**src/cnn_pkg.sv**
```systemverilog
package cnn_pkg;

    // ============================================================
    // data widths
    // ============================================================

    // input pixel, unsigned
    localparam int I_F_BW = 8;

    // weight and bias, both signed
    localparam int W_BW = 8;
    localparam int B_BW = 8;

    // kernel sum, room for a 5x5 window of products
    localparam int KACC_BW = 21;

    // cross-channel sum, room for up to four input channels
    localparam int CIACC_BW = 23;

    // output after relu, unsigned
    localparam int OF_BW = 22;

    // ============================================================
    // scalar types
    // ============================================================

    typedef logic        [I_F_BW-1:0]   pixel_t;
    typedef logic signed [W_BW-1:0]     weight_t;
    typedef logic signed [B_BW-1:0]     bias_t;
    typedef logic signed [KACC_BW-1:0]  kacc_t;
    typedef logic signed [CIACC_BW-1:0] ciacc_t;
    typedef logic        [OF_BW-1:0]    ofmap_t;

    // line buffer state
    // fill: window not complete yet in this frame
    // stream: windows valid wherever the column allows
    typedef enum logic {
        LB_FILL   = 1'b0,
        LB_STREAM = 1'b1
    } lb_state_e;

    // kernel output toward the channel accumulator
    typedef struct packed {
        logic  valid;
        kacc_t sum;
    } kernel_result_t;

endpackage

```
**src/cnn_acc_ci.sv**
```systemverilog
`timescale 1ns/1ps

module cnn_acc_ci #(
    parameter int KX = 3,
    parameter int KY = 3,
    parameter int CI = 2
) (
    input  logic                                  clk,
    input  logic                                  reset_n,
    input  logic                                  i_in_valid,
    input  cnn_pkg::pixel_t  [CI*KX*KY-1:0]       i_window,
    input  cnn_pkg::weight_t [CI*KX*KY-1:0]       i_cnn_weight,
    output logic                                  o_ot_valid,
    output cnn_pkg::ciacc_t                       o_ot_ci_acc
);

    // ============================================================
    // one kernel per input channel
    // ============================================================

    cnn_pkg::kernel_result_t kres [CI];
    logic [CI-1:0]           kvalid;

    for (genvar c = 0; c < CI; c++) begin : gen_kernel
        cnn_kernel #(
            .KX (KX),
            .KY (KY)
        ) u_cnn_kernel (
            .clk        (clk),
            .reset_n    (reset_n),
            .i_in_valid (i_in_valid),
            .i_window   (i_window[c*KX*KY +: KX*KY]),
            .i_weight   (i_cnn_weight[c*KX*KY +: KX*KY]),
            .o_result   (kres[c])
        );
        assign kvalid[c] = kres[c].valid;
    end

    // ============================================================
    // cross-channel sum
    // ============================================================

    cnn_pkg::ciacc_t ci_sum;

    always_comb begin
        ci_sum = '0;
        for (int c = 0; c < CI; c++) begin
            // signed cast widens with sign extension
            ci_sum = ci_sum + cnn_pkg::ciacc_t'(kres[c].sum);
        end
    end

    // kernels run in lockstep, so all valids pulse together
    always_ff @(posedge clk or negedge reset_n) begin
        if (!reset_n) begin
            o_ot_valid  <= 1'b0;
            o_ot_ci_acc <= '0;
        end else begin
            o_ot_valid <= &kvalid;
            if (&kvalid) begin
                o_ot_ci_acc <= ci_sum;
            end
        end
    end

endmodule

```
**src/cnn_kernel.sv**
```systemverilog
`timescale 1ns/1ps

module cnn_kernel #(
    parameter int KX = 3,
    parameter int KY = 3
) (
    input  logic                              clk,
    input  logic                              reset_n,
    input  logic                              i_in_valid,
    input  cnn_pkg::pixel_t  [KX*KY-1:0]      i_window,
    input  cnn_pkg::weight_t [KX*KY-1:0]      i_weight,
    output cnn_pkg::kernel_result_t           o_result
);

    // zero-extended pixel times signed weight
    localparam int PROD_BW = cnn_pkg::I_F_BW + 1 + cnn_pkg::W_BW;

    // valid pipe, one bit per stage
    logic [1:0] vld_q;

    always_ff @(posedge clk or negedge reset_n) begin
        if (!reset_n) begin
            vld_q <= 2'b00;
        end else begin
            vld_q <= {vld_q[0], i_in_valid};
        end
    end

    // ============================================================
    // stage one, products
    // ============================================================

    logic signed [PROD_BW-1:0] prod_q [KX*KY];

    always_ff @(posedge clk) begin
        // free-running, a new window may arrive every cycle
        for (int i = 0; i < KX*KY; i++) begin
            prod_q[i] <= $signed({1'b0, i_window[i]}) * $signed(i_weight[i]);
        end
    end

    // ============================================================
    // stage two, adder tree
    // ============================================================

    cnn_pkg::kacc_t sum_c;
    cnn_pkg::kacc_t sum_q;

    // sign extension of each product into the kernel sum width
    always_comb begin
        sum_c = '0;
        for (int i = 0; i < KX*KY; i++) begin
            sum_c = sum_c + cnn_pkg::kacc_t'(prod_q[i]);
        end
    end

    always_ff @(posedge clk) begin
        sum_q <= sum_c;
    end

    // sum lines up with the second valid bit
    assign o_result = '{valid: vld_q[1], sum: sum_q};

endmodule

```
**config.mk**
```make
export PLATFORM = sky130hd
export DESIGN_NAME = cnn_acc_ci
export DESIGN_NICKNAME = d
export VERILOG_FILES = /design/src/cnn_pkg.sv /design/src/cnn_acc_ci.sv /design/src/cnn_kernel.sv
export SDC_FILE = /design/constraint.sdc
export NUM_CORES = 2
export LEC_CHECK = 0
export ABC_AREA = 0
export BUFFER_PORTS_ARGS = -buffer_cell sky130_fd_sc_hd__buf_4
export CORE_ASPECT_RATIO = 1.5
export CORE_MARGIN = 2
export CORE_UTILIZATION = 58
export CTS_CLUSTER_SIZE = 10
export DETAILED_ROUTE_END_ITERATION = 8
export HOLD_SLACK_MARGIN = 0.12
export PLACE_DENSITY = 0.8
export SLEW_MARGIN = 20
export SYNTH_ARGS = -nofsm -noshare
export SYNTH_HDL_FRONTEND = slang
export SYNTH_HIERARCHICAL = 1
export SYNTH_SLANG_ARGS = --single-unit
```
**constraint.sdc**
```tcl
create_clock -name clk -period 4.3 [get_ports clk]
set_clock_uncertainty 0.1 [all_clocks]
set_input_delay 0.86 -clock clk [delete_from_list [all_inputs] [get_ports clk]]
set_output_delay 0.86 -clock clk [all_outputs]
set_load 0.05 [all_outputs]
```
# After elaboration in Yosys (flattened, before gate mapping)
# Memory sizes are Yosys's and may differ from the RTL's.
# Cells that the tools add are included.
[totals]
elab_cells = 44
out_inout_bits = 24
ramBits = 306
latch_bits = 0
romBits = 0
mem_count = 2
in_bits = 291
ff_bits = 70
[memory_table]
columns = ["name", "words", "word_bits", "rd", "rd_ports_with_merged_regs", "wr", "line_no", "source"]
rows = [
  ["gen_kernel[0].u_cnn_kernel.prod_q", 9, 17, 9, 0, 9, "cnn_kernel.sv:33", "logic signed [PROD_BW-1:0] prod_q [KX*KY];"],
  ["gen_kernel[1].u_cnn_kernel.prod_q", 9, 17, 9, 0, 9, "cnn_kernel.sv:33", ""],
]
[op_classes]
n_eq_ne = 0
n_mux = 0
n_mul = 18
n_shift = 0
n_addsub = 17
order_cmp = 0
bitwise = 0
reduce_logical = 1
n_div = 0
[op_table]
columns = ["operator", "n"]
rows = [
  ["multiplier 9 x 8 -> 17 bit", 18],
  ["adder 21 x 17 -> 21 bit", 12],
  ["adder 18 x 17 -> 19 bit", 2],
  ["adder 17 x 17 -> 18 bit", 2],
  ["adder 21 x 21 -> 22 bit", 1],
  ["AND reduction 2 bit", 1],
]

# Logic depth before layout (Yosys ltp)
[depth]
depth_word = 8
depth_mapped = 19
depth_no_buf = 19

# Modules after synthesis
# The synthesis kept the hierarchy.
[by_module_without_submodules]
columns = ["mod", "cells_per_inst", "instances", "seq_area_each_um2", "area_per_inst_um2"]
rows = [
  ["cnn_kernel (gen_kernel[0].u_cnn_kernel)", 2932, 1, 3533.4, 27342.5],
  ["cnn_kernel (gen_kernel[1].u_cnn_kernel)", 2859, 1, 3533.4, 26847.0],
  ["cnn_acc_ci", 234, 1, 575.6, 1958.1],
]

# Worst setup path after synthesis
# OpenSTA, ideal clock, no wires.
[synth_timing]
path_kind = "in2reg"
startpoint = "in i_cnn_weight[7] (netlist name)"
endpoint = "mem gen_kernel[0].u_cnn_kernel/prod_q[0][16] (netlist name)"
setup_slack_ns = -0.518
n_path_buf = 0
t_arrival_ns = 4.615
setup_time_ns = 0.103
path_stages = 16
required_ns = 4.097
path_cell_list = "inv_1 -> nor2_1 -> fa_1 -> inv_1 -> fa_1 -> inv_1 -> fa_1 -> inv_1 -> fa_1 -> inv_1 -> ha_1 -> o21ai_1 -> a21oi_2 -> o41ai_4 -> mux2i_1 -> a2111oi_2"
[synth_rtl]
columns = ["element", "line_no", "source"]
rows = [
  ["start, declared", "cnn_acc_ci.sv:12", "input cnn_pkg::weight_t [CI*KX*KY-1:0] i_cnn_weight,"],
  ["end, declared", "cnn_kernel.sv:33", ""],
]

==> results by group <==
Synthesis
  – Asr flop ratio synth: ~7%
  – Most used DFF post-synth: dfxtp_1
  – Synthesized area: between 0.05 and 0.06 mm2
  – Yosys warning total: 6
  – Seq/Total Area, Yosys: between 10% and 20%
  – EDFF count, synth: 0
  – Synth Area per Inst: 9.32 um2
  – Syn_nets: between 8k and 9k
  – Gate Count Post-Synth: ~6k
  – Yosys reg bits: between 300 and 400
  – Count of different cell masters after synthesis: between 70 and 80

Global route
  – GR Util All Layers: between 20% and 30%
  – Largest net degree at the start of global routing: 30
  – First-pass GRT wire length: roughly 230,000 um
  – Number of global-route vias before repair: around 48k
  – GRT overflow: 0
  – Antenna violations before repair: 5

Drt
  – Post-DRT Antenna Nets: 0
  – Vias per inst: ~5.2
  – Drc violations: 0
  – Drt pass-1 iters: 5
  – Routed Wire Length: approximately 140,000 um
  – Number of DRC markers in iteration 0: around 2.3k
  – Via count: around 44k
  – WL/cell: about 17 um

Final layout
  – Finished Cell Area: about 0.07 mm2
  – Share of post-route cells with drive strength above 1: between 20% and 30%
  – P&R area growth vs syn: 22.4%
  – Fin nets: approximately 9.1k
  – Filler cell count: approximately 6.8k
  – Most common cell after layout, fill and taps aside: inv_1
  – Most frequent cells in the layout: 1,359 x inv_1, 1,010 x buf_4, 879 x fa_1, 764 x ha_1, 566 x and2_1
  – Fin cells: between 8k and 9k

STA
  – Max-slew violation count: 0
  – Max Freq: 0.226 GHz
  – Post-route minimum period: 4.42 ns
  – RSZ-0062 raised after global routing: true
  – Worst Max-Slew Pin Slew: 0.708 ns
  – Final Hold Vio Count: 0
  – Slew HR: just over 50%
  – Final setup fails: 4
  – Fin crit share: 103%
  – Setup WS post-layout: -0.115 ns

Clock network
  – Worst skew pair latency: roughly 0.56 ns
  – TritonCTS clock tree: yes
  – H-tree depth: 2
  – Clock root cell: clkbuf_16
  – Total CTS buffers: 44
  – Clock sinks: approximately 380
  – Clock-pin slew on the worst setup and hold paths: 0.07 ns
  – Clock Path Buffers: 3

Outcome
  – Failing checks: negative setup slack
  – Status: complete, but fails checks

Critical path
  – Crit path launch type: register
  – Crit Path Category: reg2reg
  – R2R Setup Slk: -0.12 ns
  – CP endpoint kind: register
  – CP required: 4.66 ns
  – Crit-path max FO: 2
  – Worst Path Arrival: between 4 and 5 ns

Floorplan
  – Core area: 0.0958 mm2
  – Die Ht: around 390 um
  – DIE AREA: a little under 0.1 mm2
  – Die width: 258 um
  – IO Count: approximately 320
  – Initial Util: 58.6%
  – Num rows: 139

Place
  – Post-DP HPWL: 122,000 um
  – Port Buffers: ~310
  – Placed cell count: about 8.3k
  – Gpl congestion: 0.948
  – Setup slack at placement: -0.556 ns
  – DP Area: between 0.06 and 0.07 mm2

Min path
  – Worst Hold Class: reg2reg

Job
  – Max-cap violations: 0
final cells by class:
| class | instances | area, um2 | area share, % |
|---|---|---|---|
| multi-input combinational | 4197 | 44900 | 65.3 |
| timing repair buffer | 1041 | 8010 | 11.7 |
| sequential | 375 | 7650 | 11.1 |
| inverter | 1437 | 5410 | 7.86 |
| tap | 1269 | 1590 | 2.31 |
| clock buffer | 59 | 1210 | 1.76 |
| clock inverter | 2 | 10.0 | 0.0146 |
| antenna | 4 | 10.0 | 0.0146 |
stage by stage:
step | util (%) | hold WS [ns] | TNS [ns]
after floorplan | - | 0.231 | -3.54
after global placement | 69.3 | 0.233 | -40.28
after detailed placement | 69.3 | 0.236 | -48.14
after CTS | 70.8 | 0.235 | -0.241
after global routing | 71.7 | 0.247 | -2.42
final | 71.7 | 0.231 | -0.191
cells by family (layout without fill, tap and decap cells):
group,Yosys count,in the layout,share of synthesized area (%)
fa+ha+maj,1748,1748,51.1
simple gates,1666,1666,15.3
buf+inv,1453,2539,9.74
compound gates,533,533,6.34
flops,375,375,13.6
xor+xnor,245,245,3.82
mux,5,5,0.0891
other cells,0,4,0
synthesized netlist by cell type, types with 6 or more instances:
cell       instances  area, um2
inv_1           1436       5390
fa_1             911      18200
ha_1             837      10500
and2_1           590       3690
nand2_1          539       2020
dfxtp_1          348       6970
xnor2_1          203       1780
nor2_1           192        721
a21oi_1          166        831
nand2b_1         128        801
o21ai_0           73        365
a21o_1            49        368
nor2b_1           43        269
o21a_1            43        323
xor2_1            42        368
o21ai_1           39        195
nand3_1           38        190
nor3_1            35        175
and3_1            29        181
dfrtp_1           27        676
or3_1             24        150
o211ai_1          20        150
a211oi_1          16        120
o21bai_1          15        113
clkbuf_1          12       45.0
o31ai_1           11       82.6
nor4_1            10       62.6
nand4_1            9       56.3
or2_2              9       56.3
a21oi_2            8       70.1
a2111oi_0          7       61.3
a31oi_1            7       43.8
o41ai_1            6       52.6
layer usage:
layer	share of wire, %	routed length, um	track usage, %
met3	4.5	6440	3.25
met4	4.5	6400	11.6
met2	53	75300	54.2
met5	0.016	23	0
met1	38	54400	34.1
registers in the layout (all words and copies together), names as in the netlist:
register	cells
o_ot_ci_acc	22
gen_kernel.u_cnn_kernel/vld_q	4
gen_kernel.u_cnn_kernel/prod_q	306
o_ot_valid	1
gen_kernel.u_cnn_kernel/sum_q	42
critical path, cell delays in order (launching register included):
cell      delay, ns
dfxtp_2        0.32
inv_2          0.04
fa_1           0.56
inv_2          0.06
fa_1           0.45
fa_1           0.49
inv_1          0.05
fa_1           0.49
inv_2          0.05
ha_4           0.16
inv_2          0.06
fa_2           0.21
nor2b_2        0.05
o21ai_2        0.17
a21oi_2        0.09
o21a_1         0.19
a221o_1        0.36
a221oi_2       0.26
xnor2_1        0.18
final timing paths:
check,startpoint,to,cells after the start
hold reg to reg,gen_kernel[1].u_cnn_kernel/vld_q[0],gen_kernel[1].u_cnn_kernel/vld_q[1],0
setup / recovery,gen_kernel[1].u_cnn_kernel/prod_q[3][2],gen_kernel[1].u_cnn_kernel/sum_q[18],18
max in group asynchronous,reset_n,o_ot_ci_acc[16],2
hold / removal,gen_kernel[1].u_cnn_kernel/vld_q[0],gen_kernel[1].u_cnn_kernel/vld_q[1],0
min in group asynchronous,reset_n,o_ot_ci_acc[0],2
setup reg to reg,gen_kernel[1].u_cnn_kernel/prod_q[3][2],gen_kernel[1].u_cnn_kernel/sum_q[18],18
timing repair:
| action | 4_1_cts | 5_1_grt |
|---|---|---|
| gates resized for setup | 43 | 199 |
| pin swaps | 40 | 150 |
| hold endpoints to repair | 9 | 0 |
| hold buffers | 1 | 0 |
| setup endpoints to repair | 16 | 70 |
| setup buffers | 2 | 24 |
Power is left out: the tool's default activity adds up to more than one toggle a clock period on the data nets, which glitch-free logic cannot reach.
