File: src/cnn_pkg.sv
package cnn_pkg;

    // ============================================================
    // data widths
    // ============================================================

    // input pixel, unsigned
    localparam int I_F_BW = 8;

    // weight and bias, both signed
    localparam int W_BW = 8;
    localparam int B_BW = 8;

    // kernel sum, room for a 5x5 window of products
    localparam int KACC_BW = 21;

    // cross-channel sum, room for up to four input channels
    localparam int CIACC_BW = 23;

    // output after relu, unsigned
    localparam int OF_BW = 22;

    // ============================================================
    // scalar types
    // ============================================================

    typedef logic        [I_F_BW-1:0]   pixel_t;
    typedef logic signed [W_BW-1:0]     weight_t;
    typedef logic signed [B_BW-1:0]     bias_t;
    typedef logic signed [KACC_BW-1:0]  kacc_t;
    typedef logic signed [CIACC_BW-1:0] ciacc_t;
    typedef logic        [OF_BW-1:0]    ofmap_t;

    // line buffer state
    // fill: window not complete yet in this frame
    // stream: windows valid wherever the column allows
    typedef enum logic {
        LB_FILL   = 1'b0,
        LB_STREAM = 1'b1
    } lb_state_e;

    // kernel output toward the channel accumulator
    typedef struct packed {
        logic  valid;
        kacc_t sum;
    } kernel_result_t;

endpackage

File: src/line_buffer.sv
`timescale 1ns/1ps

module line_buffer #(
    parameter int KX = 3,
    parameter int KY = 3,
    parameter int IX = 6
) (
    input  logic                              clk,
    input  logic                              reset_n,
    input  logic                              i_in_valid,
    input  logic                              i_in_sof,
    input  cnn_pkg::pixel_t                   i_in_pixel,
    output logic                              o_window_valid,
    output cnn_pkg::pixel_t [KX*KY-1:0]       o_window
);

    // counter width, at least one bit
    localparam int CW = (IX > 1) ? $clog2(IX) : 1;

    // ============================================================
    // position tracking
    // ============================================================

    // next expected position
    logic [CW-1:0] col_q;
    logic [CW-1:0] row_q;

    // position of the pixel on the bus, sof forces origin
    logic [CW-1:0] cur_col;
    logic [CW-1:0] cur_row;

    cnn_pkg::lb_state_e state_q;
    cnn_pkg::lb_state_e state_nxt;

    assign cur_col = i_in_sof ? '0 : col_q;
    assign cur_row = i_in_sof ? '0 : row_q;

    // origin drops back to fill, first full window enters stream
    always_comb begin
        state_nxt = state_q;
        if (cur_col == '0 && cur_row == '0) begin
            state_nxt = cnn_pkg::LB_FILL;
        end else if (cur_col == CW'(KX-1) && cur_row == CW'(KY-1)) begin
            state_nxt = cnn_pkg::LB_STREAM;
        end
    end

    always_ff @(posedge clk or negedge reset_n) begin
        if (!reset_n) begin
            col_q          <= '0;
            row_q          <= '0;
            state_q        <= cnn_pkg::LB_FILL;
            o_window_valid <= 1'b0;
        end else begin
            // window is registered along with this strobe
            o_window_valid <= i_in_valid && (state_nxt == cnn_pkg::LB_STREAM)
                              && (cur_col >= CW'(KX-1));
            if (i_in_valid) begin
                state_q <= state_nxt;
                // column wraps at end of row, row wraps at end of map
                if (cur_col == CW'(IX-1)) begin
                    col_q <= '0;
                    row_q <= (cur_row == CW'(IX-1)) ? '0 : cur_row + 1'b1;
                end else begin
                    col_q <= cur_col + 1'b1;
                    row_q <= cur_row;
                end
            end
        end
    end

    // ============================================================
    // row storage and window
    // ============================================================

    // row_mem[0] holds the previous row, row_mem[1] the one before
    cnn_pkg::pixel_t row_mem [0:KY-2][0:IX-1];

    // one column of the window, top row first
    cnn_pkg::pixel_t [KY-1:0] col_vec;

    cnn_pkg::pixel_t [KX*KY-1:0] win_q;

    always_comb begin
        col_vec[KY-1] = i_in_pixel;
        for (int r = 0; r < KY-1; r++) begin
            col_vec[r] = row_mem[KY-2-r][cur_col];
        end
    end

    always_ff @(posedge clk) begin
        if (i_in_valid) begin
            // push the column down through the row memories
            row_mem[0][cur_col] <= i_in_pixel;
            for (int j = 1; j < KY-1; j++) begin
                row_mem[j][cur_col] <= row_mem[j-1][cur_col];
            end
            // shift window left, new column enters at k = KX-1
            for (int r = 0; r < KY; r++) begin
                for (int k = 0; k < KX-1; k++) begin
                    win_q[r*KX+k] <= win_q[r*KX+k+1];
                end
                win_q[r*KX+KX-1] <= col_vec[r];
            end
        end
    end

    assign o_window = win_q;

endmodule
File: config.mk
export PLATFORM = sky130hd
export DESIGN_NAME = line_buffer
export DESIGN_NICKNAME = d
export VERILOG_FILES = /design/src/cnn_pkg.sv /design/src/line_buffer.sv
export SDC_FILE = /design/constraint.sdc
export NUM_CORES = 1
export LEC_CHECK = 0
export BUFFER_PORTS_ARGS = -buffer_cell sky130_fd_sc_hd__buf_2
export CORE_MARGIN = 3
export CORE_UTILIZATION = 57
export DETAILED_ROUTE_END_ITERATION = 12
export GPL_ROUTABILITY_DRIVEN = 0
export PLACE_DENSITY_LB_ADDON = 0.08
export SKIP_LAST_GASP = 1
export SYNTH_ARGS = -nofsm -noshare
export SYNTH_HDL_FRONTEND = slang
export SYNTH_SLANG_ARGS = --single-unit
File: constraint.sdc
create_clock -name clk -period 4.2 [get_ports clk]
set_input_delay 0.21 -clock clk [delete_from_list [all_inputs] [get_ports clk]]
set_output_delay 0.21 -clock clk [all_outputs]
set_load 0.02 [all_outputs]
# After elaboration in Yosys (flattened, before gate mapping)
# Memory sizes are Yosys's and may differ from the RTL's.
# Index checks and enable logic that the tools add are counted.
# W data, S select, Z words.
# word_totals
regBits,80
ramBits,96
inputBits,12
output_inout_bits,73
wordCells,48
mem_count,1
# mem_list
memory,depth,width,rd,rd_ports_with_merged_regs,write_ports,line,source
row_mem,2,48,2,0,2,line_buffer.sv:77,cnn_pkg::pixel_t row_mem [0:KY-2][0:IX-1];
# classes
n_addsub,2
magnitude_cmp,3
eq_ne,4
muxes,17
bitwise_logic,1
n_reduce_logical,7
# ops
op,count
$bmux W8 S3,2
$mux W48,1
$mux W8,5
$demux W8 S3,1
$mux W3,5
$add A3 B1 Y3 const B,2
$eq A3 B2 Y1 const B,2
$eq A3 B3 Y1 const B,2
$logic_not A3 Y1,2
$logic_and A1 B1 Y1,5
$ge A4 B4 Y1 const B,1
$lt A4 B1 Y1 const B,1
$not A3 Y4,1
$ge A3 B2 Y1 const B,1
$mux W1,3

# Longest topological paths before layout
# Gate-level depths: netlist (run 1).
# logic_depth
depth_word,7
depth_mapped,6
depth_no_buf,3

# Least setup slack after synthesis (run 1)
# OpenSTA, ideal clock, no wires.
# synth_path
path_kind,reg2reg
from,register col_q[0]
to,"memory row_mem[0][0] in the netlist's numbering, enable pin"
setup_time_ps,430
arrival_time_ps,2553
required_time_ps,3770
setup_slack_ps,1216
stages_incl_launch_ff,5
n_path_buf,2
period_less_slack_ps,2984
cell_sequence,dfrtp_1 -> buf_2 -> buf_2 -> inv_1 -> nor4_1
# synth_rtl
item,line,source
"start, declared",line_buffer.sv:25,logic [CW-1:0] col_q;
"start signal, assigned",line_buffer.sv:65,col_q <= cur_col + 1'b1;
"end, declared",line_buffer.sv:77,

==> impl_metrics.tcl, run 1 <==
set metrics [dict create \
    cts_tree "built" \
    postSynth.asyncResetShare_pct 4.545 \
    cts_resized 0 \
    cts_sinks 176 \
    maxSlewHeadroom_pct 21.74 \
    grt_pass1_vias 3656 \
    grt_first_pass_wirelength_microns 19280 \
    status "complete, no violations" \
    crit_path_start_kind "register" \
    r2r_slack_ns 1.14 \
    drt_iter0_markers 300 \
    routed_wl_microns 12050 \
    ios 85 \
    leakage_nw 2.862 \
    max_stage_delay_ns 1.06 \
    dp.cells 591 \
    synth.yosys.seq_area_share_pct 78.11 \
    crit_fanout 27 \
    rows 39 \
    via_per_inst 5.907 \
    yosys_warnings 0 \
    port_buffers 84 \
    endpoint_kind "register" \
    finClkSkew_ns 0.006739 \
    min_path_type "in2reg" \
    critical_path_required_ns 4.26 \
    worst_slew_pin_slew_ns 1.171 \
    clkTransAtPathRegs_ns 0.06 \
    drive_gt1_share_pct 29.94 \
    grt_overflow_total 0 \
    cts_inserted_buffers 17 \
    crit_type "reg2reg" \
    synth_top_area_share_pct 75.13 \
    grt_usage_pct 19.63 \
    layout_common_cells "168 x edfxtp_1, 83 x buf_2, 38 x a2111oi_0" \
    firstDrtPassIters 5 \
    antenna_found_initial 0 \
    setup_viol 0 \
    rsz0062_at_grt "no" \
    grt_max_degree 48 \
    diodes 0 \
    arrival_ns 3.12 \
    reg2reg_depth 3 \
    vias 3686 \
    syn_inst 373 \
    crit_buf_inv 0 \
    fmax_mhz 326.6 \
    ant_nets 0 \
    layout_setup_ws_ns 1.138 \
    cp_top_family "compound AO/OA/AOI/OAI gates" \
    synth-seq-cells 176 \
    clk-insertion-delay-late_ns 0.43 \
    r2r-start "col_q[1]" \
    post_cts_buffers 0 \
    cts-htree-levels 4 \
    synth_edf_count 168 \
    synth_area_leaders "edfxtp_1 75%, a2111oi_0 5.1%, mux2_1 4.4%, dfrtp_1 3.0%, and3b_1 2.2%" \
    die_h_microns 114.5 \
    layout_commonest_cell "edfxtp_1" \
    tns_ns 0 \
    synth_flop_cell "edfxtp_1" \
    drc 0 \
    synth_area_sq_um 6715 \
    hp-start "i_in_pixel[0]" \
    place_ws_ns 1.213 \
    min_period_ns 3.062 \
    cap_viol_max_count 0 \
    root_buffer "clkbuf_16" \
    path_cells "o21bai_2 -> a2111oi_0 -> a2111oi_1" \
    holdPathStages 1 \
    drv_slew 0 \
    critical_path.slowest_cell "a2111oi_1" \
    start_util_pct 58.56 \
    p_total_mw 4.169 \
    rr_endpoint "o_window[45]" \
    die-area_sq_um 13120 \
    synth.largest_area_cell "edfxtp_1" \
    stdcell_count 624 \
    clock_path_buffers 2 \
    p_per_area_nw_per_um2 526.4 \
    hold_viol 0 \
    die_w_microns 114.5 \
    syn_to_final_growth_pct 17.94 \
    core_region_area_sq_um 11470 \
    vdd_drop_max_uv 353.0 \
    finalCritPeriodShare_pct 72.90 \
    wire_per_inst_microns 19.30 \
    syn-mean-instance-area_sq_um 18.00 \
    hpwlAfterDp_microns 7189 \
    hold_end "o_window[64]" \
    nets 480 \
    mappedNetlistNets 385 \
    ys_types 32 \
]
cells in the mapped netlist, drive strengths merged, types with 4 or more instances:
cell type and count:
and3b 17, clkbuf 12, mux2 32, dfrtp 8
o22ai 5, nor2 4, a21oi 20, buf 12
inv 23, edfxtp 168, a2111oi 48
worst register-to-register path: cells and delay by family, from the launching register on:
| family | cells | cell delay [ns] |
|---|---|---|
| DFF | 1 | 0.70 |
| AOI/OAI and AO/OA | 3 | 1.99 |
final cells by class:
type                    count  area (sq um)
clock inverters            13         116.4
repair buffers            100         545.5
flip-flops and latches    176          5246
inverters                  23         86.33
multi-input cells         150          1314
fillers                   728          3547
clock buffers              19         432.9
well taps                 143         178.9
metal layers:
metal	wire length, microns	part of all wire [%]	global-route usage (%)	vias up
met5	0	0	0	-
li1	-	-	-	1721
met4	136	1.1	8.868	0
met2	6003	50	30.97	118
met3	734	6.1	4.968	16
met1	5171	43	25.93	1831
flip-flops by register name, summed over array words and instances (netlist names):
name,flops
o_window_valid,1
row_q,3
state_q,1
o_window,72
row_mem,96
col_q,3
through the flow:
| step | instance area (sq um) | hold WS [ns] | util (%) |
|---|---|---|---|
| after floorplan | 6715 | -0.08559 | - |
| after global placement | 7361 | 0.06534 | 64.19 |
| after detailed placement | 7361 | 0.06637 | 64.19 |
| after CTS | 7920 | 0.02751 | 69.07 |
| after global routing | 7920 | 0.04443 | 69.07 |
| final | 7920 | 0.04518 | 69.07 |
repair_timing:
item | 4_1_cts | 5_1_grt
hold endpoints to repair | 8 | 0
setup endpoints to repair | 0 | 0
hold buffers | 1 | 0
where the power goes:
| part | internal, mW | total (mW) | switching (mW) |
|---|---|---|---|
| Clock | 0.813 | 1.43 | 0.620 |
| Combinational | 0.182 | 0.539 | 0.357 |
| Sequential | 2.12 | 2.20 | 0.0788 |
| Total | 3.11 | 4.17 | 1.06 |
worst max path at each step:
stage                     startpoint              to  slack (ns)  cells after the start
after global placement      col_q[1]    o_window[45]        1.28                      3
after detailed placement    col_q[1]    o_window[45]        1.21                      3
after floorplan             col_q[0]   row_mem[0][0]        1.22                      4
after global routing        col_q[1]  row_mem[0][78]        0.87                      3
after CTS                   col_q[1]    o_window[45]        1.19                      3
final                       col_q[1]    o_window[45]        1.14                      3
logic make-up after synthesis:
logic type / after synthesis / share of synthesized area [%]
multiplexers: 35 / 5.813
AND/OR/NAND/NOR: 38 / 4.211
buffers and inverters: 47 / 2.981
flip-flops: 176 / 78.11
AO/OA/AOI/OAI: 77 / 8.888
Note: power is estimated with default switching activity, not from simulation.
==> inputs of run 2 (changes only) <==
--- a/config.mk
+++ b/config.mk
@@ -7,7 +7,7 @@
 export LEC_CHECK = 0
 export BUFFER_PORTS_ARGS = -buffer_cell sky130_fd_sc_hd__buf_2
 export CORE_MARGIN = 3
-export CORE_UTILIZATION = 57
+export CORE_UTILIZATION = 52
 export DETAILED_ROUTE_END_ITERATION = 12
 export GPL_ROUTABILITY_DRIVEN = 0
 export PLACE_DENSITY_LB_ADDON = 0.08
==> constraint.sdc (replaced) <==
create_clock -name clk -period 2.8 [get_ports clk]
set_input_delay 0.14 -clock clk [delete_from_list [all_inputs] [get_ports clk]]
set_output_delay 0.14 -clock clk [all_outputs]
set_load 0.02 [all_outputs]
==> run 2 against run 1 <==
Clock-buffer cell count is the same. Critical path type unchanged. Clock power is 62% higher. Critical path depth rose by 1.
==> impl_metrics.tcl, run 2 (same netlist as run 1, synthesis figures left out) <==
set metrics [dict create \
    crit_fanout 16 \
    critical_path_required_ns 3.08 \
    switching_power_mw 1.585 \
    finClkSkew_ns 0.008930 \
    drc 0 \
    clkTransAtPathRegs_ns 0.06 \
    internal-power_mw 4.887 \
    p_per_area_nw_per_um2 789.5 \
    ant_nets 0 \
    layout_commonest_cell "edfxtp_1" \
    cap_viol_max_count 0 \
    place_ws_ns 0.5337 \
    grt_first_pass_wirelength_microns 20250 \
    cts_resized 0 \
    cts_tree "built" \
    crit_path_start_kind "register" \
    start_util_pct 54.54 \
    via_per_inst 5.619 \
    arrival_ns 2.58 \
    die-area_sq_um 14310 \
    grt_pass1_vias 3617 \
    max_stage_delay_ns 0.72 \
    p_comb_share_pct 13.8 \
    wire_per_inst_microns 19.29 \
    holdPathStages 2 \
    crit_type "reg2reg" \
    grt_overflow_total 0 \
    cts_inserted_buffers 17 \
    port_buffers 84 \
    largest_reg_flops 96 \
    power_frac_seq_pct 50.5 \
    clk-insertion-delay-late_ns 0.42 \
    cp_top_family "compound AO/OA/AOI/OAI gates" \
    grt_usage_pct 18.70 \
    cts-htree-levels 4 \
    dp.cells 630 \
    swShare_pct 24.48 \
    antenna_found_initial 0 \
    hold_viol 0 \
    min_path_type "in2reg" \
    maxSlewHeadroom_pct 44.64 \
    leakage_nw 3.004 \
    die_h_microns 119.6 \
    core_region_area_sq_um 12310 \
    max_flop_register "row_mem" \
    root_buffer "clkbuf_16" \
    worst_slew_pin_slew_ns 0.8298 \
    firstDrtPassIters 4 \
    min_period_ns 2.303 \
    vdd_drop_max_uv 562.4 \
    clock_path_buffers 2 \
    layout_setup_ws_ns 0.4975 \
    tns_ns 0 \
    endpoint_kind "register" \
    diodes 0 \
    finish.utilization_pct 66.59 \
    reg2reg_depth 4 \
    crit_buf_inv 1 \
    nets 502 \
    hpwlAfterDp_microns 7871 \
    p_total_mw 6.472 \
    path_cells "o21bai_2 -> a2111oi_0 -> a2111oi_1 -> buf_4" \
    grt_max_degree 59 \
    ios 85 \
    drv_slew 0 \
    setup_viol 0 \
    routed_wl_microns 12920 \
    critical_path.slowest_cell "o21bai_2" \
    cp_num_cells 4 \
    fmax_mhz 434.3 \
    finalCritPeriodShare_pct 82.23 \
    drt_iter0_markers 288 \
    vias 3765 \
    cts_sinks 176 \
    status "complete, no violations" \
    rsz0062_at_grt "no" \
    layout_common_cells "168 x edfxtp_1, 83 x buf_2, 38 x a2111oi_0" \
    rows 40 \
    die_w_microns 119.6 \
    drive_gt1_share_pct 30.68 \
    clkPwrFrac_pct 35.8 \
    syn_to_final_growth_pct 22.08 \
    stdcell_count 670 \
]
[run 2: cell count changes in the layout (fill, tap and decap cells not counted), sizes merged]
| cell | before | now |
|---|---|---|
| buf | 99 | 113 |
| bufinv | 1 | 3 |
| clkinv | 5 | 7 |
| clkinvlp | 6 | 1 |
| dlygate4sd3 | 1 | 9 |
[run 2: path summary, 6_finish.rpt]
kind                                       end    startpoint  slack (ns)
worst min-delay path                  col_q[0]    i_in_valid        0.08
worst max-delay path            row_mem[0][94]      col_q[0]        0.50
min in group asynchronous             col_q[1]       reset_n        0.10
worst max register to register  row_mem[0][94]      col_q[0]        0.50
worst min register to register    o_window[14]  o_window[22]        0.44
max in group asynchronous             col_q[0]       reset_n        2.51
[run 2: power groups by stage]
| stage | clock network (mW) | registers (mW) | logic (mW) |
|---|---|---|---|
| after floorplan | 0 | 3.45 | 0.393 |
| after CTS | 2.36 | 3.27 | 0.898 |
| after global placement | 0 | 3.31 | 0.859 |
| final | 2.31 | 3.27 | 0.891 |
| after detailed placement | 0 | 3.32 | 0.884 |
| after global routing | 2.47 | 3.29 | 0.963 |
[run 2: repair_timing]
item / 4_1_cts / 5_1_grt
hold endpoints to repair: 63 / 0
hold buffers: 9 / 0
buffers inserted: 0 / 0
[run 2: cell type report]
cell class                 count  area, sq um
multi-input combinational    150         1299
sequential                   176         5246
fill                         876         4114
inverter                      23        86.33
timing repair buffer         122        780.7
clock buffer                  19        432.9
tap                          168        210.2
clock inverter                12        142.6
[run 2: layer usage]
layer	part of all wire, %	wire length (microns)	global-route usage [%]	vias up
met4	0.84	108	6.228	0
met5	0	0	0	-
met1	47	6027	26.15	1877
met2	47	6110	28.81	110
li1	-	-	-	1770
met3	5.2	677	5.042	8
[run 2: worst register-to-register path: stages (launching register included)]
cell and delay (ns):
dfrtp_2 0.53, o21bai_2 0.72, a2111oi_0 0.18, a2111oi_1 0.51
buf_4 0.23
[run 2: per-stage QoR]
step	hold slack (ns)	cell area (sq um)
global route	0.08708	8198
floorplan	-0.1556	6728
finish	0.07517	8198
CTS	0.06479	8198
global placement	-0.01111	7532
detailed placement	-0.002911	7532
==> inputs of run 3 (changes only) <==
--- a/config.mk
+++ b/config.mk
@@ -5,9 +5,10 @@
 export SDC_FILE = /design/constraint.sdc
 export NUM_CORES = 1
 export LEC_CHECK = 0
+export ABC_AREA = 1
 export BUFFER_PORTS_ARGS = -buffer_cell sky130_fd_sc_hd__buf_2
 export CORE_MARGIN = 3
-export CORE_UTILIZATION = 52
+export CORE_UTILIZATION = 57
 export DETAILED_ROUTE_END_ITERATION = 12
 export GPL_ROUTABILITY_DRIVEN = 0
 export PLACE_DENSITY_LB_ADDON = 0.08
==> constraint.sdc (replaced) <==
create_clock -name clk -period 2.14 [get_ports clk]
set_input_delay 0.107 -clock clk [delete_from_list [all_inputs] [get_ports clk]]
set_output_delay 0.107 -clock clk [all_outputs]
set_load 0.02 [all_outputs]
==> run 3 against run 2 <==
Core utilization rose by 4.7 points. Combinational power fell by 8.2%. Clock-buffer cell count decreased by 2. Sequential power up 27%. Synthesized cell count is 34% higher. Routed wire length fell by 4.8%. Fmax is 32% higher. Clock power rose by 27%. Clock skew is 0.0022 ns lower. Critical path depth up 2. Global-route usage grew 1.8 points. Highest routed layer unchanged. Area after synthesis down 1.9%.
==> impl_metrics.tcl, run 3 <==
set metrics [dict create \
    min_period_ns 1.739 \
    port_buffers 84 \
    synth_edf_count 168 \
    placed_area_sq_um 7236 \
    grt_first_pass_wirelength_microns 19630 \
    final_area_sq_um 7894 \
    clkTransAtPathRegs_ns 0.06 \
    max_flop_register "row_mem" \
    swShare_pct 24.06 \
    finalCritPeriodShare_pct 81.25 \
    syn_to_final_growth_pct 19.87 \
    cap_viol_max_count 0 \
    layout_commonest_cell "nand2_1" \
    synth.most_common_cell "nand2_1" \
    fmax_mhz 575.1 \
    syn_inst 501 \
    tns_ns 0 \
    ios 85 \
    maxSlewHeadroom_pct 69.07 \
    die-area_sq_um 12880 \
    leakage_nw 3.306 \
    switching_power_mw 1.904 \
    ys_types 21 \
    vdd_drop_max_uv 802.0 \
    p_total_mw 7.915 \
    rsz0062_at_grt "no" \
    firstDrtPassIters 5 \
    yosys_warnings 0 \
    fill_cells 768 \
    cts-htree-levels 4 \
    drive_gt1_share_pct 22.15 \
    setup_viol 0 \
    r2r_slack_ns 0.40 \
    layout_common_cells "242 x nand2_1, 168 x edfxtp_1, 83 x buf_2" \
    cts_inserted_buffers 17 \
    rows 38 \
    cp-startpoint "col_q[2]" \
    synth.largest_area_cell "edfxtp_1" \
    crit_fanout 16 \
    status "complete, no violations" \
    synth_area_leaders "edfxtp_1 77%, nand2_1 14%, dfrtp_1 3.0%, nand3_1 1.4%, buf_4 0.91%" \
    min_path_type "in2async" \
    root_buffer "clkbuf_16" \
    crit_path_start_kind "register" \
    finClkSkew_ns 0.006760 \
    clk-insertion-delay-late_ns 0.43 \
    die_h_microns 113.5 \
    core_region_area_sq_um 11080 \
    endpoint_kind "register" \
    r2r-start "col_q[2]" \
    via_per_inst 5.239 \
    grt_usage_pct 20.46 \
    grt_overflow_total 0 \
    synth_top_area_share_pct 76.61 \
    diodes 0 \
    synth_flop_cell "edfxtp_1" \
    ant_nets 0 \
    start_util_pct 59.44 \
    p_per_area_nw_per_um2 1003 \
    drc 0 \
    hpwlAfterDp_microns 7337 \
    power_frac_seq_pct 52.5 \
    nets 623 \
    syn-mean-instance-area_sq_um 13.14 \
    drt_iter0_markers 307 \
    grt_pass1_vias 3936 \
    grt_max_degree 38 \
    arrival_ns 1.85 \
    worst_slew_pin_slew_ns 0.4639 \
    crit_type "reg2reg" \
    drv_slew 0 \
    hold_viol 0 \
    synthTopCellsByCount "242 x nand2_1, 168 x edfxtp_1, 18 x nand3_1, 11 x inv_1, 10 x nor2_1" \
    routed_wl_microns 12300 \
    synth.yosys.seq_area_share_pct 79.65 \
    cts_tree "built" \
    clock_path_buffers 2 \
    wire_per_inst_microns 16.12 \
    cts_sinks 176 \
    largest_reg_flops 96 \
    critical_path_required_ns 2.25 \
    mappedNetlistNets 513 \
    p_comb_share_pct 10.3 \
    internal-power_mw 6.011 \
    cts_resized 0 \
    antenna_found_initial 0 \
    synth-seq-cells 176 \
    vias 3997 \
    die_w_microns 113.5 \
    clkPwrFrac_pct 37.2 \
    synth_area_sq_um 6585 \
    postSynth.asyncResetShare_pct 4.545 \
]
run 3: cells by family (layout without fill, tap and decap cells):
group	after synthesis	after routing	share of synthesized area, %
flops	176	176	79.65
buf+inv	33	155	2.489
simple gates	282	282	16.97
compound gates	9	9	0.7601
xor+xnor	1	1	0.1330
run 3: final timing paths:
| check | cells past startpoint | to |
|---|---|---|
| min | 2 | row_q[2] |
| min reg2reg | 0 | o_window[7] |
| max reg2reg | 6 | row_mem[0][92] |
| max in group asynchronous | 2 | col_q[0] |
| min in group clk | 1 | o_window[62] |
| max | 6 | row_mem[0][92] |
run 3: stage by stage:
step	std cells	hold WS [ns]	utilization, %	setup slack, ns
after CTS	763	0.04056	71.26	0.4380
after global routing	763	0.06946	71.26	0.2923
after detailed placement	723	-0.04045	65.32	0.4440
after floorplan	501	-0.1886	-	0.1406
final	763	0.04877	71.26	0.4013
after global placement	723	-0.03902	65.32	0.5079
run 3: metal layers:
metal	GRT usage, %	vias to the layer above	wire length [microns]
met4	10.74	0	348
met3	5.836	33	765
met5	0	-	0
met1	26.68	1884	5271
li1	-	1930	-
met2	31.57	150	5916
run 3: final cells by class:
class                      instances  area, sq um  area share, %
clock buffer                      17        425.4          5.389
multi-input combinational        292         1191          15.09
inverter                          15        56.30         0.7133
sequential                       176         5245          66.44
timing repair buffer             109        658.1          8.337
tap                              140        175.2          2.219
clock inverter                    14        142.6          1.807
run 3: what timing repair did:
item	CTS	global route
hold buffers	9	0
hold endpoints to repair	64	0
setup buffers	0	0
run 3: power groups by stage:
stage	clock [mW]	sequential [mW]	combinational, mW
2_1_floorplan	0	4.37	0.349
3_3_place_gp	0	4.22	0.795
3_5_place_dp	0	4.23	0.807
4_1_cts	3.00	4.15	0.827
5_1_grt	3.14	4.17	0.905
6_report	2.94	4.15	0.818
run 3: worst max-delay path, cell delays in order, from the launching register on:
cell     delay, ns
dfrtp_1       0.47
inv_1         0.17
nor2_4        0.06
nor2_1        0.19
inv_1         0.11
nor2_1        0.11
buf_4         0.29
